<file path="src/verilog/qnet_pkg.sv">
package qnet_pkg;

   //////////////////////////////
   // widths
   //////////////////////////////

   // absolute time counter
   localparam int unsigned TIME_W    = 48;

   // timestamps and parameter words
   localparam int unsigned STAMP_W   = 32;

   // node count and node id
   localparam int unsigned NODE_W    = 10;

   // one bit per requested action
   localparam int unsigned CTRL_ID_W = 3;

   //////////////////////////////
   // control id bit positions
   //////////////////////////////

   localparam int unsigned CTRL_TRST  = 0;   // time reset
   localparam int unsigned CTRL_START = 1;   // core start
   localparam int unsigned CTRL_STOP  = 2;   // core stop

   typedef logic [CTRL_ID_W-1:0] ctrl_id_t;

   //////////////////////////////
   // parameter select codes
   //////////////////////////////

   // codes 5..7 are not decoded
   typedef enum logic [2:0] {
      SEL_OFF = 3'd0,   // time offset
      SEL_RTD = 3'd1,   // round trip delay
      SEL_NN  = 3'd2,   // node count
      SEL_ID  = 3'd3,   // node id
      SEL_DT  = 3'd4    // dt2 and dt1 data pair
   } param_sel_t;

endpackage
</file>
<file path="src/verilog/qnet_sync_core.sv">
`timescale 1ns/100ps

module qnet_sync_core #(
   parameter int unsigned ERR_CNT_W = 4
) (
   input  logic                           t_clk_i,
   input  logic                           ps_rst_ni,
   input  logic [qnet_pkg::TIME_W-1:0]    t_time_abs_i,
   // parameter write
   input  logic                           param_we_i,
   input  qnet_pkg::param_sel_t           param_sel_i,
   input  logic [2*qnet_pkg::STAMP_W-1:0] param_dt_i,
   // link and command events
   input  logic                           ev_net_cmd_i,
   input  logic                           ev_loc_cmd_i,
   input  logic                           ev_link_cc_i,
   input  logic                           ev_link_rdy_i,
   // scheduled control
   input  logic                           ctrl_req_i,
   input  qnet_pkg::ctrl_id_t             ctrl_id_i,
   input  logic [qnet_pkg::TIME_W-1:0]    ctrl_time_i,
   // processor time strobes
   input  logic                           time_reset_i,
   input  logic                           time_init_i,
   input  logic                           time_updt_i,
   // node parameters
   output logic [qnet_pkg::STAMP_W-1:0]   time_off_dt_o,
   output logic [qnet_pkg::STAMP_W-1:0]   tnet_dt1_o,
   output logic [qnet_pkg::STAMP_W-1:0]   tnet_dt2_o,
   output logic [qnet_pkg::NODE_W-1:0]    node_nn_o,
   output logic [qnet_pkg::NODE_W-1:0]    node_id_o,
   output logic [qnet_pkg::STAMP_W-1:0]   rtd_o,
   output logic [qnet_pkg::STAMP_W-1:0]   t_ncr_o,
   output logic [qnet_pkg::STAMP_W-1:0]   t_lcs_o,
   output logic [qnet_pkg::STAMP_W-1:0]   t_lcc_o,
   output logic [qnet_pkg::STAMP_W-1:0]   t_ltr_o,
   // control status and actions
   output logic                           ctrl_busy_o,
   output logic [ERR_CNT_W-1:0]           ctrl_err_cnt_o,
   output logic                           core_start_o,
   output logic                           core_stop_o,
   output logic                           time_rst_o,
   output logic                           time_init_o,
   output logic                           time_updt_o
);

   logic [qnet_pkg::STAMP_W-1:0] rtd;   // also feeds the lateness check

   assign rtd_o = rtd;

   qnet_param_regs param_regs_i (
      .t_clk_i       ( t_clk_i       ),
      .ps_rst_ni     ( ps_rst_ni     ),
      .param_we_i    ( param_we_i    ),
      .param_sel_i   ( param_sel_i   ),
      .param_dt_i    ( param_dt_i    ),
      .t_time_abs_i  ( t_time_abs_i  ),
      .ev_net_cmd_i  ( ev_net_cmd_i  ),
      .ev_loc_cmd_i  ( ev_loc_cmd_i  ),
      .ev_link_cc_i  ( ev_link_cc_i  ),
      .ev_link_rdy_i ( ev_link_rdy_i ),
      .rtd_o         ( rtd           ),
      .time_off_dt_o ( time_off_dt_o ),
      .tnet_dt1_o    ( tnet_dt1_o    ),
      .tnet_dt2_o    ( tnet_dt2_o    ),
      .node_nn_o     ( node_nn_o     ),
      .node_id_o     ( node_id_o     ),
      .t_ncr_o       ( t_ncr_o       ),
      .t_lcs_o       ( t_lcs_o       ),
      .t_lcc_o       ( t_lcc_o       ),
      .t_ltr_o       ( t_ltr_o       )
   );

   qnet_ctrl_sched #(
      .ERR_CNT_W ( ERR_CNT_W )
   ) ctrl_sched_i (
      .t_clk_i        ( t_clk_i        ),
      .ps_rst_ni      ( ps_rst_ni      ),
      .t_time_abs_i   ( t_time_abs_i   ),
      .rtd_i          ( rtd            ),
      .ctrl_req_i     ( ctrl_req_i     ),
      .ctrl_id_i      ( ctrl_id_i      ),
      .ctrl_time_i    ( ctrl_time_i    ),
      .time_reset_i   ( time_reset_i   ),
      .time_init_i    ( time_init_i    ),
      .time_updt_i    ( time_updt_i    ),
      .ctrl_busy_o    ( ctrl_busy_o    ),
      .ctrl_err_cnt_o ( ctrl_err_cnt_o ),
      .core_start_o   ( core_start_o   ),
      .core_stop_o    ( core_stop_o    ),
      .time_rst_o     ( time_rst_o     ),
      .time_init_o    ( time_init_o    ),
      .time_updt_o    ( time_updt_o    )
   );

endmodule

</file>
<file path="src/verilog/qnet_ctrl_sched.sv">
`timescale 1ns/100ps

module qnet_ctrl_sched #(
   parameter int unsigned ERR_CNT_W = 4
) (
   input  logic                         t_clk_i,
   input  logic                         ps_rst_ni,
   input  logic [qnet_pkg::TIME_W-1:0]  t_time_abs_i,
   input  logic [qnet_pkg::STAMP_W-1:0] rtd_i,
   // control request
   input  logic                         ctrl_req_i,
   input  qnet_pkg::ctrl_id_t           ctrl_id_i,
   input  logic [qnet_pkg::TIME_W-1:0]  ctrl_time_i,
   // processor time strobes
   input  logic                         time_reset_i,
   input  logic                         time_init_i,
   input  logic                         time_updt_i,
   // status
   output logic                         ctrl_busy_o,
   output logic [ERR_CNT_W-1:0]         ctrl_err_cnt_o,
   // action pulses
   output logic                         core_start_o,
   output logic                         core_stop_o,
   output logic                         time_rst_o,
   output logic                         time_init_o,
   output logic                         time_updt_o
);

   localparam int unsigned PAD_W = qnet_pkg::TIME_W - qnet_pkg::STAMP_W;

   // pending request
   logic                        pend_r;
   logic [qnet_pkg::TIME_W-1:0] pend_time_r;
   qnet_pkg::ctrl_id_t          pend_id_r;

   // execute stage, valid for one cycle
   logic                        exec_vld_r;
   qnet_pkg::ctrl_id_t          exec_id_r;

   logic [ERR_CNT_W-1:0]        err_cnt_r;

   logic signed [qnet_pkg::TIME_W-1:0] lead_time;
   logic signed [qnet_pkg::TIME_W-1:0] rtd_ext;
   logic signed [qnet_pkg::TIME_W-1:0] left_time;

   logic req_vld;
   logic req_late;
   logic req_accept;
   logic req_reject;
   logic exec_due;

   //////////////////////////////
   // request judgement
   //////////////////////////////

   // lead time is signed so a target in the past reads negative
   assign lead_time = ctrl_time_i - t_time_abs_i;
   assign rtd_ext   = {{PAD_W{1'b0}}, rtd_i};
   assign req_late  = lead_time < rtd_ext;

   assign req_vld    = ctrl_req_i & (|ctrl_id_i);   // zero id asks for nothing
   assign req_accept = req_vld & ~pend_r & ~req_late;
   assign req_reject = req_vld & (pend_r | req_late);

   // sign of (now - target) clear means target reached
   assign left_time = t_time_abs_i - pend_time_r;
   assign exec_due  = pend_r & ~left_time[qnet_pkg::TIME_W-1];

   //////////////////////////////
   // pending command
   //////////////////////////////

   always_ff @(posedge t_clk_i, negedge ps_rst_ni) begin
      if (!ps_rst_ni) begin
         pend_r      <= 1'b0;
         pend_time_r <= '0;
         pend_id_r   <= '0;
      end else begin
         if (exec_due) begin
            pend_r <= 1'b0;
         end else if (req_accept) begin
            pend_r      <= 1'b1;
            pend_time_r <= ctrl_time_i;
            pend_id_r   <= ctrl_id_i;
         end
      end
   end

   assign ctrl_busy_o = pend_r;

   // saturating reject count
   always_ff @(posedge t_clk_i, negedge ps_rst_ni) begin
      if (!ps_rst_ni) begin
         err_cnt_r <= '0;
      end else if (req_reject && (err_cnt_r != '1)) begin
         err_cnt_r <= err_cnt_r + 1'b1;
      end
   end

   assign ctrl_err_cnt_o = err_cnt_r;

   //////////////////////////////
   // execution
   //////////////////////////////

   always_ff @(posedge t_clk_i, negedge ps_rst_ni) begin
      if (!ps_rst_ni) begin
         exec_vld_r <= 1'b0;
         exec_id_r  <= '0;
      end else begin
         exec_vld_r <= exec_due;
         if (exec_due) exec_id_r <= pend_id_r;
      end
   end

   // action pulses one edge after the execute stage
   always_ff @(posedge t_clk_i, negedge ps_rst_ni) begin
      if (!ps_rst_ni) begin
         core_start_o <= 1'b0;
         core_stop_o  <= 1'b0;
         time_rst_o   <= 1'b0;
         time_init_o  <= 1'b0;
         time_updt_o  <= 1'b0;
      end else begin
         core_start_o <= exec_vld_r & exec_id_r[qnet_pkg::CTRL_START];
         core_stop_o  <= exec_vld_r & exec_id_r[qnet_pkg::CTRL_STOP];
         // processor reset or scheduled reset
         time_rst_o   <= time_reset_i | (exec_vld_r & exec_id_r[qnet_pkg::CTRL_TRST]);
         time_init_o  <= time_init_i;
         time_updt_o  <= time_updt_i;
      end
   end

   //////////////////////////////
   // checks
   //////////////////////////////

   // only accepted ids with a set bit may reach execute
   a_exec_id_nonzero : assert property (
      @(posedge t_clk_i) disable iff (!ps_rst_ni)
      exec_vld_r |-> (exec_id_r != '0)
   ) else $error("execute stage holds a zero control id");

   // a new request cannot be taken before the old one has left pending
   a_pend_exec_excl : assert property (
      @(posedge t_clk_i) disable iff (!ps_rst_ni)
      !(pend_r && exec_vld_r)
   ) else $error("pending and execute set together");

   a_err_cnt_no_wrap : assert property (
      @(posedge t_clk_i) disable iff (!ps_rst_ni)
      (err_cnt_r == '1) |=> (err_cnt_r == '1)
   ) else $error("reject counter wrapped");

endmodule

</file>
<file path="src/verilog/qnet_param_regs.sv">
`timescale 1ns/100ps

module qnet_param_regs (
   input  logic                           t_clk_i,
   input  logic                           ps_rst_ni,
   // parameter write port
   input  logic                           param_we_i,
   input  qnet_pkg::param_sel_t           param_sel_i,
   input  logic [2*qnet_pkg::STAMP_W-1:0] param_dt_i,
   // timestamp sources
   input  logic [qnet_pkg::TIME_W-1:0]    t_time_abs_i,
   input  logic                           ev_net_cmd_i,
   input  logic                           ev_loc_cmd_i,
   input  logic                           ev_link_cc_i,
   input  logic                           ev_link_rdy_i,
   // node configuration
   output logic [qnet_pkg::STAMP_W-1:0]   rtd_o,
   output logic [qnet_pkg::STAMP_W-1:0]   time_off_dt_o,
   output logic [qnet_pkg::STAMP_W-1:0]   tnet_dt1_o,
   output logic [qnet_pkg::STAMP_W-1:0]   tnet_dt2_o,
   output logic [qnet_pkg::NODE_W-1:0]    node_nn_o,
   output logic [qnet_pkg::NODE_W-1:0]    node_id_o,
   // captured event times
   output logic [qnet_pkg::STAMP_W-1:0]   t_ncr_o,
   output logic [qnet_pkg::STAMP_W-1:0]   t_lcs_o,
   output logic [qnet_pkg::STAMP_W-1:0]   t_lcc_o,
   output logic [qnet_pkg::STAMP_W-1:0]   t_ltr_o
);

   logic [qnet_pkg::STAMP_W-1:0] param_32_dt;
   logic [qnet_pkg::NODE_W-1:0]  param_10_dt;
   logic [qnet_pkg::STAMP_W-1:0] time_stamp;

   assign param_32_dt = param_dt_i[qnet_pkg::STAMP_W-1:0];
   assign param_10_dt = param_dt_i[qnet_pkg::NODE_W-1:0];
   assign time_stamp  = t_time_abs_i[qnet_pkg::STAMP_W-1:0];   // low word only

   //////////////////////////////
   // node parameters
   //////////////////////////////

   always_ff @(posedge t_clk_i, negedge ps_rst_ni) begin
      if (!ps_rst_ni) begin
         time_off_dt_o <= '0;
         rtd_o         <= '0;
         node_nn_o     <= '0;
         node_id_o     <= '0;
         tnet_dt1_o    <= '0;
         tnet_dt2_o    <= '0;
      end else if (param_we_i) begin
         case (param_sel_i)
            qnet_pkg::SEL_OFF: time_off_dt_o <= param_32_dt;
            qnet_pkg::SEL_RTD: rtd_o         <= param_32_dt;
            qnet_pkg::SEL_NN:  node_nn_o     <= param_10_dt;
            qnet_pkg::SEL_ID:  node_id_o     <= param_10_dt;
            qnet_pkg::SEL_DT: begin
               tnet_dt2_o <= param_dt_i[2*qnet_pkg::STAMP_W-1:qnet_pkg::STAMP_W];
               tnet_dt1_o <= param_dt_i[qnet_pkg::STAMP_W-1:0];
            end
            default: ;   // unused codes write nothing
         endcase
      end
   end

   //////////////////////////////
   // event timestamps
   //////////////////////////////

   // each event has its own stamp, several may fire together
   always_ff @(posedge t_clk_i, negedge ps_rst_ni) begin
      if (!ps_rst_ni) begin
         t_ncr_o <= '0;
         t_lcs_o <= '0;
         t_lcc_o <= '0;
         t_ltr_o <= '0;
      end else begin
         if (ev_net_cmd_i)  t_ncr_o <= time_stamp;   // network command received
         if (ev_loc_cmd_i)  t_lcs_o <= time_stamp;   // local command sent
         if (ev_link_cc_i)  t_lcc_o <= time_stamp;   // link cycle complete
         if (ev_link_rdy_i) t_ltr_o <= time_stamp;   // link ready
      end
   end

   // the source may only use the five decoded codes
   a_sel_code_valid : assert property (
      @(posedge t_clk_i) disable iff (!ps_rst_ni)
      param_we_i |-> param_sel_i inside {qnet_pkg::SEL_OFF, qnet_pkg::SEL_RTD,
                                         qnet_pkg::SEL_NN,  qnet_pkg::SEL_ID,
                                         qnet_pkg::SEL_DT}
   ) else $error("param write with undefined select code %0d", param_sel_i);

endmodule

</file>
<file path="config.mk">
export PLATFORM = sky130hd
export DESIGN_NAME = qnet_sync_core
export DESIGN_NICKNAME = d
export VERILOG_FILES = /design/src/verilog/qnet_pkg.sv /design/src/verilog/qnet_sync_core.sv /design/src/verilog/qnet_ctrl_sched.sv /design/src/verilog/qnet_param_regs.sv
export SDC_FILE = /design/constraint.sdc
export NUM_CORES = 1
export LEC_CHECK = 0
export CAP_MARGIN = 20
export CORE_AREA = 2 2 180 182
export DETAILED_ROUTE_END_ITERATION = 8
export DIE_AREA = 0 0 182 184
export DONT_BUFFER_PORTS = 1
export GPL_ROUTABILITY_DRIVEN = 0
export MAX_ROUTING_LAYER = met4
export PLACE_DENSITY = 0.82
export SLEW_MARGIN = 0
export SYNTH_ARGS = -nofsm -noshare
export SYNTH_HDL_FRONTEND = slang
export SYNTH_SLANG_ARGS = --single-unit
</file>
<file path="constraint.sdc">
create_clock -name t_clk_i -period 7.2 [get_ports t_clk_i]
set_input_delay 1.08 -clock t_clk_i [delete_from_list [all_inputs] [get_ports t_clk_i]]
set_output_delay 1.08 -clock t_clk_i [all_outputs]
set_load 0.01 [all_outputs]
</file>
==> Word level (Yosys, flattened, before mapping) <==
Cells that the tools add are included.
{ "totals": {"register_bits": 341, "out_inout_bits": 286, "word_cells": 56} }
{ "classes": {"add_sub_neg": 3, "order_cmp": 1, "eq_ne": 5, "mux": 2, "bitwise": 14, "n_reduce_logical": 10} }
{ "ops": {"columns": ["cell", "n"], "rows": [
  ["$sub A48 B48 Y48", 2],
  ["$lt A48 B33 Y1", 1],
  ["$reduce_and A2 Y1", 6],
  ["$and A1 B1 Y1", 8],
  ["$eq A3 B2 Y1 const B", 2],
  ["$add A4 B1 Y4 const B", 1],
  ["$ne A4 B4 Y1 const B", 1],
  ["$not A1 Y1", 4],
  ["$eq A3 B1 Y1 const B", 1],
  ["$eq A3 B3 Y1 const B", 1],
  ["$logic_not A3 Y1", 1],
  ["$reduce_or A3 Y1", 1],
  ["$mux W1", 2],
  ["$or A1 B1 Y1", 2],
  ["$reduce_bool A2 Y1", 1],
  ["$logic_and A1 B1 Y1", 1]
]} }

==> Depth between registers and ports, before layout <==
{ "logic_depth": {"word_depth": 6, "mapped_depth": 23} }

==> Cells and area by module <==
From an unflattened synthesis, not the netlist that was laid out.
{ "unflattened": {"cells_unflattened": 1510, "area_unflattened_um2": 18547.8} }
{ "modules_own_cells": {"columns": ["module", "instances", "cells_each", "area_each_um2", "seq_area_each_um2"], "rows": [
  ["qnet_param_regs", 1, 589, 10600.2, 6906.6],
  ["qnet_ctrl_sched", 1, 921, 7947.6, 1626.6]
]} }

==> Least setup slack after synthesis <==
No wires, ideal clock.
{ "synth_timing": {"path_kind": "input to register", "start": "input ctrl_time_i[0] (netlist bit)", "end": "register ctrl_sched_i.pend_time_r[10] (netlist bit)", "arrival_time_ns": 5.178, "path_slack_ns": 1.897, "path_stages": 23, "path_buffers": 2, "path_cell_list": "inv_1 > ha_1 > inv_1 > fa_1 > a21oi_1 > nand4b_1 > a211oi_2 > a31o_2 > a21oi_1 > o21ai_0 > xor2_1 > ha_1 > nor2b_1 > o21ai_0 > o31ai_1 > nor4_1 > nand3_1 > a2111o_1 > nor3_1 > a211o_1 > buf_6 > buf_6 > mux2_4"} }
{ "synth_via": {"elab_chain_len": 5} }
{ "synth_rtl": {"columns": ["element", "line_no", "text"], "rows": [
  ["start, declared", "qnet_sync_core.sv:21", "input logic [qnet_pkg::TIME_W-1:0] ctrl_time_i,"],
  ["$sub A48 B48 Y48", "qnet_ctrl_sched.sv:57", "assign lead_time = ctrl_time_i - t_time_abs_i;"],
  ["$lt A48 B33 Y1", "qnet_ctrl_sched.sv:59", "assign req_late = lead_time < rtd_ext;"],
  ["$not A1 Y1", "qnet_ctrl_sched.sv:62", "assign req_accept = req_vld & ~pend_r & ~req_late;"],
  ["$and A1 B1 Y1", "qnet_ctrl_sched.sv:62", null],
  ["$reduce_and A2 Y1 (no line)", null, null],
  ["end signal, assigned", "qnet_ctrl_sched.sv:83", "pend_time_r <= ctrl_time_i;"],
  ["end, declared", "qnet_ctrl_sched.sv:33", "logic [qnet_pkg::TIME_W-1:0] pend_time_r;"]
]} }
No other way between the ends.
A chain may end at the register's enable or synchronous reset.

==> Worst setup path after layout <==
{ "layout_timing": {"start": "input ctrl_time_i[0] (netlist bit)", "end": "register ctrl_sched_i.pend_time_r[0] (netlist bit)"} }
{ "layout_via": {"elab_chain_len": 5} }
{ "layout_rtl": {"columns": ["element", "line_no"], "rows": [
  ["$sub A48 B48 Y48", "qnet_ctrl_sched.sv:57"],
  ["$lt A48 B33 Y1", "qnet_ctrl_sched.sv:59"],
  ["$not A1 Y1", "qnet_ctrl_sched.sv:62"],
  ["$and A1 B1 Y1", "qnet_ctrl_sched.sv:62"],
  ["$reduce_and A2 Y1 (no line)", null]
]} }
Parallel ways exist; a longest one is shown, timed or not.

==> results.sh <==
export IMPL_status="completed"
export IMPL_slew_headroom_pct=12.9
export IMPL_routed_via_density=6.38
export IMPL_seq_power_share_pct=46.1
export IMPL_finalCritPeriodShare_pct=80.9
export IMPL_leakagePower_nw=8.98
export IMPL_grt_usage_pct=28.9
export IMPL_die_y_um=184
export IMPL_routedWlPerCell_um=24.3
export IMPL_synth_seq_area_share_pct=47.2
export IMPL_fin_total_pwr_mw=6.11
export IMPL_multi_input_area_um2=8780
export IMPL_switchingPower_mw=1.92
export IMPL_grt_max_degree=342
export IMPL_synth_edf_count=0
export IMPL_async_flop_share_pct=100
export IMPL_pwr_density_cell_nw_per_um2=313
export IMPL_power_frac_comb_pct=24.0
export IMPL_ctsHoldBuffers=0
export IMPL_fmax_mhz=172
export IMPL_p_sw_share_pct=31.4
export IMPL_ys_flop_type="dfrtp_1"
export IMPL_antenna_cells=0
export IMPL_synth_distinct_cells=75
export IMPL_numCtsBuffers=35
export IMPL_layout_common_cells="341 x dfrtp_1, 250 x mux2_2, 134 x inv_1"
export IMPL_rsz0062_at_grt="false"
export IMPL_crit_path_max_fanout=19
export IMPL_reg2reg_depth=13
export IMPL_hp_class="in2async"
export IMPL_slowest_stage="a211o_2"
export IMPL_path_clk_slew_ns=0.06
export IMPL_synth_seq_cells=341
export IMPL_final_common_cell="dfrtp_1"
export IMPL_num_rows=65
export IMPL_avgSynthCellArea_um2=11.4
export IMPL_port_buffers=0
export IMPL_fin_skew_ns=0.0149
export IMPL_start_kind="input pin"
export IMPL_netlist_area_um2=18100
export IMPL_grt_overflow_total=0
export IMPL_insertion_delay_ns=0.53
export IMPL_hold_viol=0
export IMPL_regArea_um2=8530
export IMPL_internal_power_mw=4.20
export IMPL_htreeDepth=2
export IMPL_area_growth_syn_to_layout_pct=8.10
export IMPL_io_pin_count=463
export IMPL_initial_core_util_pct=57.6
export IMPL_grt_antenna_before_repair=0
export IMPL_clockBufferDepth=3
export IMPL_drt_iter0_drc=1068
export IMPL_wirelength_um=48400
export IMPL_cts_repair_resized=0
export IMPL_irDropWorstVdd_uv=222
export IMPL_crit_path_max_incr_delay_ns=0.59
export IMPL_tritoncts="done"
export IMPL_cts_sinks=341
export IMPL_chipWidth_um=182
export IMPL_fillers=2397
export IMPL_setup_viol=0
export IMPL_post_cts_buffers=0
export IMPL_fin_cells=1993
export IMPL_clockPowerShare_pct=29.9
export IMPL_dpl_hpwl_um=36700
export IMPL_tightest_slew_ns=1.31
export IMPL_cts_root_buf="clkbuf_16"
export IMPL_vias=12700
export IMPL_grt_pass1_wl_um=73300
export IMPL_whs_ns=0.256
export IMPL_drcViolationCount=0
export IMPL_worstSetupPathType="in2reg"
export IMPL_arrival_ns=6.23
export IMPL_max_cap_violations=0
export IMPL_netlist_instances=1585
export IMPL_yosysWarnings=0
export IMPL_dr_pass1_iters=6
export IMPL_dieArea_um2=33500
export IMPL_dp_cells=1933
export IMPL_drive_above_1_share_pct=23.7
export IMPL_cp_end_kind="flip-flop"
export IMPL_tns_ns=0
export IMPL_min_period_ns=5.82
export IMPL_first_global_vias=13000
export IMPL_design_core_area_um2=31400
export IMPL_final_nets=1871
export IMPL_crit_required_ns=7.60
export IMPL_syn_nets=1888
export IMPL_slew_violations=0
export IMPL_antenna_left=0
export IMPL_path_cells="inv_1 -> ha_1 -> inv_1 -> fa_1 -> a21oi_1 -> nand4b_1 -> a211oi_2 -> a31o_2 -> a21oi_1 -> o21ai_0 -> xor2_1 -> ha_1 -> nor2b_1 -> o21ai_0 -> o31ai_1 -> nor4_1 -> nand3_1 -> a2111o_1 -> nor3_1 -> a211o_2 -> buf_12 -> mux2_1"
[routing by layer]
layer,up-vias,global-route usage (%),share of wire (%)
met4,0,12.1,4.7
met3,154,7.82,9.3
met1,6248,33.6,38
li1,5609,-,-
met2,708,47.6,48
met5,-,-,0
[cells by family after synthesis]
logic type | Yosys count | synth area share [%]
buf+inv | 197 | 4.40
simple gates | 289 | 7.62
fa+ha+maj | 126 | 8.76
mux | 303 | 19.8
xor+xnor | 34 | 1.65
compound gates | 295 | 10.6
flops | 341 | 47.2
[cell usage after synthesis (7+ instances only)]
| cell | count | area, um^2 |
|---|---|---|
| a211oi_1 | 9 | 67.6 |
| a21o_1 | 35 | 263 |
| a21oi_1 | 76 | 380 |
| buf_1 | 12 | 45.0 |
| buf_2 | 8 | 40.0 |
| clkbuf_1 | 36 | 135 |
| dfrtp_1 | 341 | 8530 |
| ha_1 | 125 | 1560 |
| inv_1 | 134 | 503 |
| mux2_2 | 250 | 2820 |
| mux2_4 | 46 | 691 |
| nand2_1 | 108 | 405 |
| nand3_1 | 14 | 70.1 |
| nand4_1 | 35 | 219 |
| nor2_1 | 59 | 221 |
| nor2b_1 | 10 | 62.6 |
| nor3_1 | 19 | 95.1 |
| nor4_1 | 8 | 50.1 |
| o211ai_1 | 7 | 52.6 |
| o21a_1 | 16 | 120 |
| o21ai_0 | 73 | 365 |
| o31ai_1 | 8 | 60.1 |
| xnor2_1 | 17 | 149 |
| xor2_1 | 17 | 149 |
[state kept, by name, indices dropped and copies added (netlist names), 3 cells and up]
name,flops
param_regs_i.t_lcs_o,32
ctrl_sched_i.pend_time_r,48
param_regs_i.node_id_o,10
ctrl_sched_i.exec_id_r,3
param_regs_i.time_off_dt_o,32
ctrl_sched_i.ctrl_err_cnt_o,4
param_regs_i.t_ltr_o,32
param_regs_i.rtd_o,32
param_regs_i.tnet_dt2_o,32
param_regs_i.t_lcc_o,32
param_regs_i.tnet_dt1_o,32
param_regs_i.node_nn_o,10
param_regs_i.t_ncr_o,32
ctrl_sched_i.pend_id_r,3
[power groups by stage]
stage	registers (mW)	logic [mW]	clock network, mW
detailed placement	2.85	1.45	0
global route	2.86	1.63	1.92
finish	2.82	1.47	1.83
floorplan	2.70	1.20	0
CTS	2.82	1.46	1.85
global placement	2.83	1.37	0
[final timing paths]
path	slack (ns)	startpoint	to
worst max register to register	3.32	param_regs_i.rtd_o[25]	ctrl_sched_i.pend_time_r[0]
worst max-delay path	1.38	ctrl_time_i[0]	ctrl_sched_i.pend_time_r[0]
min in group t_clk_i	0.49	ctrl_sched_i.exec_id_r[2]	ctrl_sched_i.core_stop_o
max in group asynchronous	5.89	ps_rst_ni	ctrl_sched_i.pend_time_r[20]
worst min register to register	0.49	ctrl_sched_i.exec_id_r[2]	ctrl_sched_i.core_stop_o
worst min-delay path	0.26	ps_rst_ni	param_regs_i.t_ltr_o[29]
[worst max-delay path, delay by kind of cell]
family	cells	cell delay [ns]
buffers and inverters	3	0.35
adder cells (fa/ha/maj)	3	0.85
XOR/XNOR	1	0.18
AND/OR/NAND/NOR	5	0.87
AO/OA/AOI/OAI	9	2.51
multiplexers	1	0.34
[layout make-up]
type / count / area share [%]
flip-flops and latches: 341 / 43.6
multi-input cells: 1047 / 44.9
inverters: 134 / 2.57
clock buffers: 45 / 4.93
repair buffers: 9 / 0.410
clock inverters: 15 / 0.979
well taps: 402 / 2.57
[per-stage QoR]
stage	util [%]	cell area (um^2)	setup slack, ns
detailed placement	58.6	18400	0.920
floorplan	-	18100	1.90
global route	62.3	19600	0.955
CTS	62.3	19600	1.42
finish	62.3	19600	1.38
global placement	58.6	18400	1.08
No activity file was read; power rests on OpenSTA's default activity.
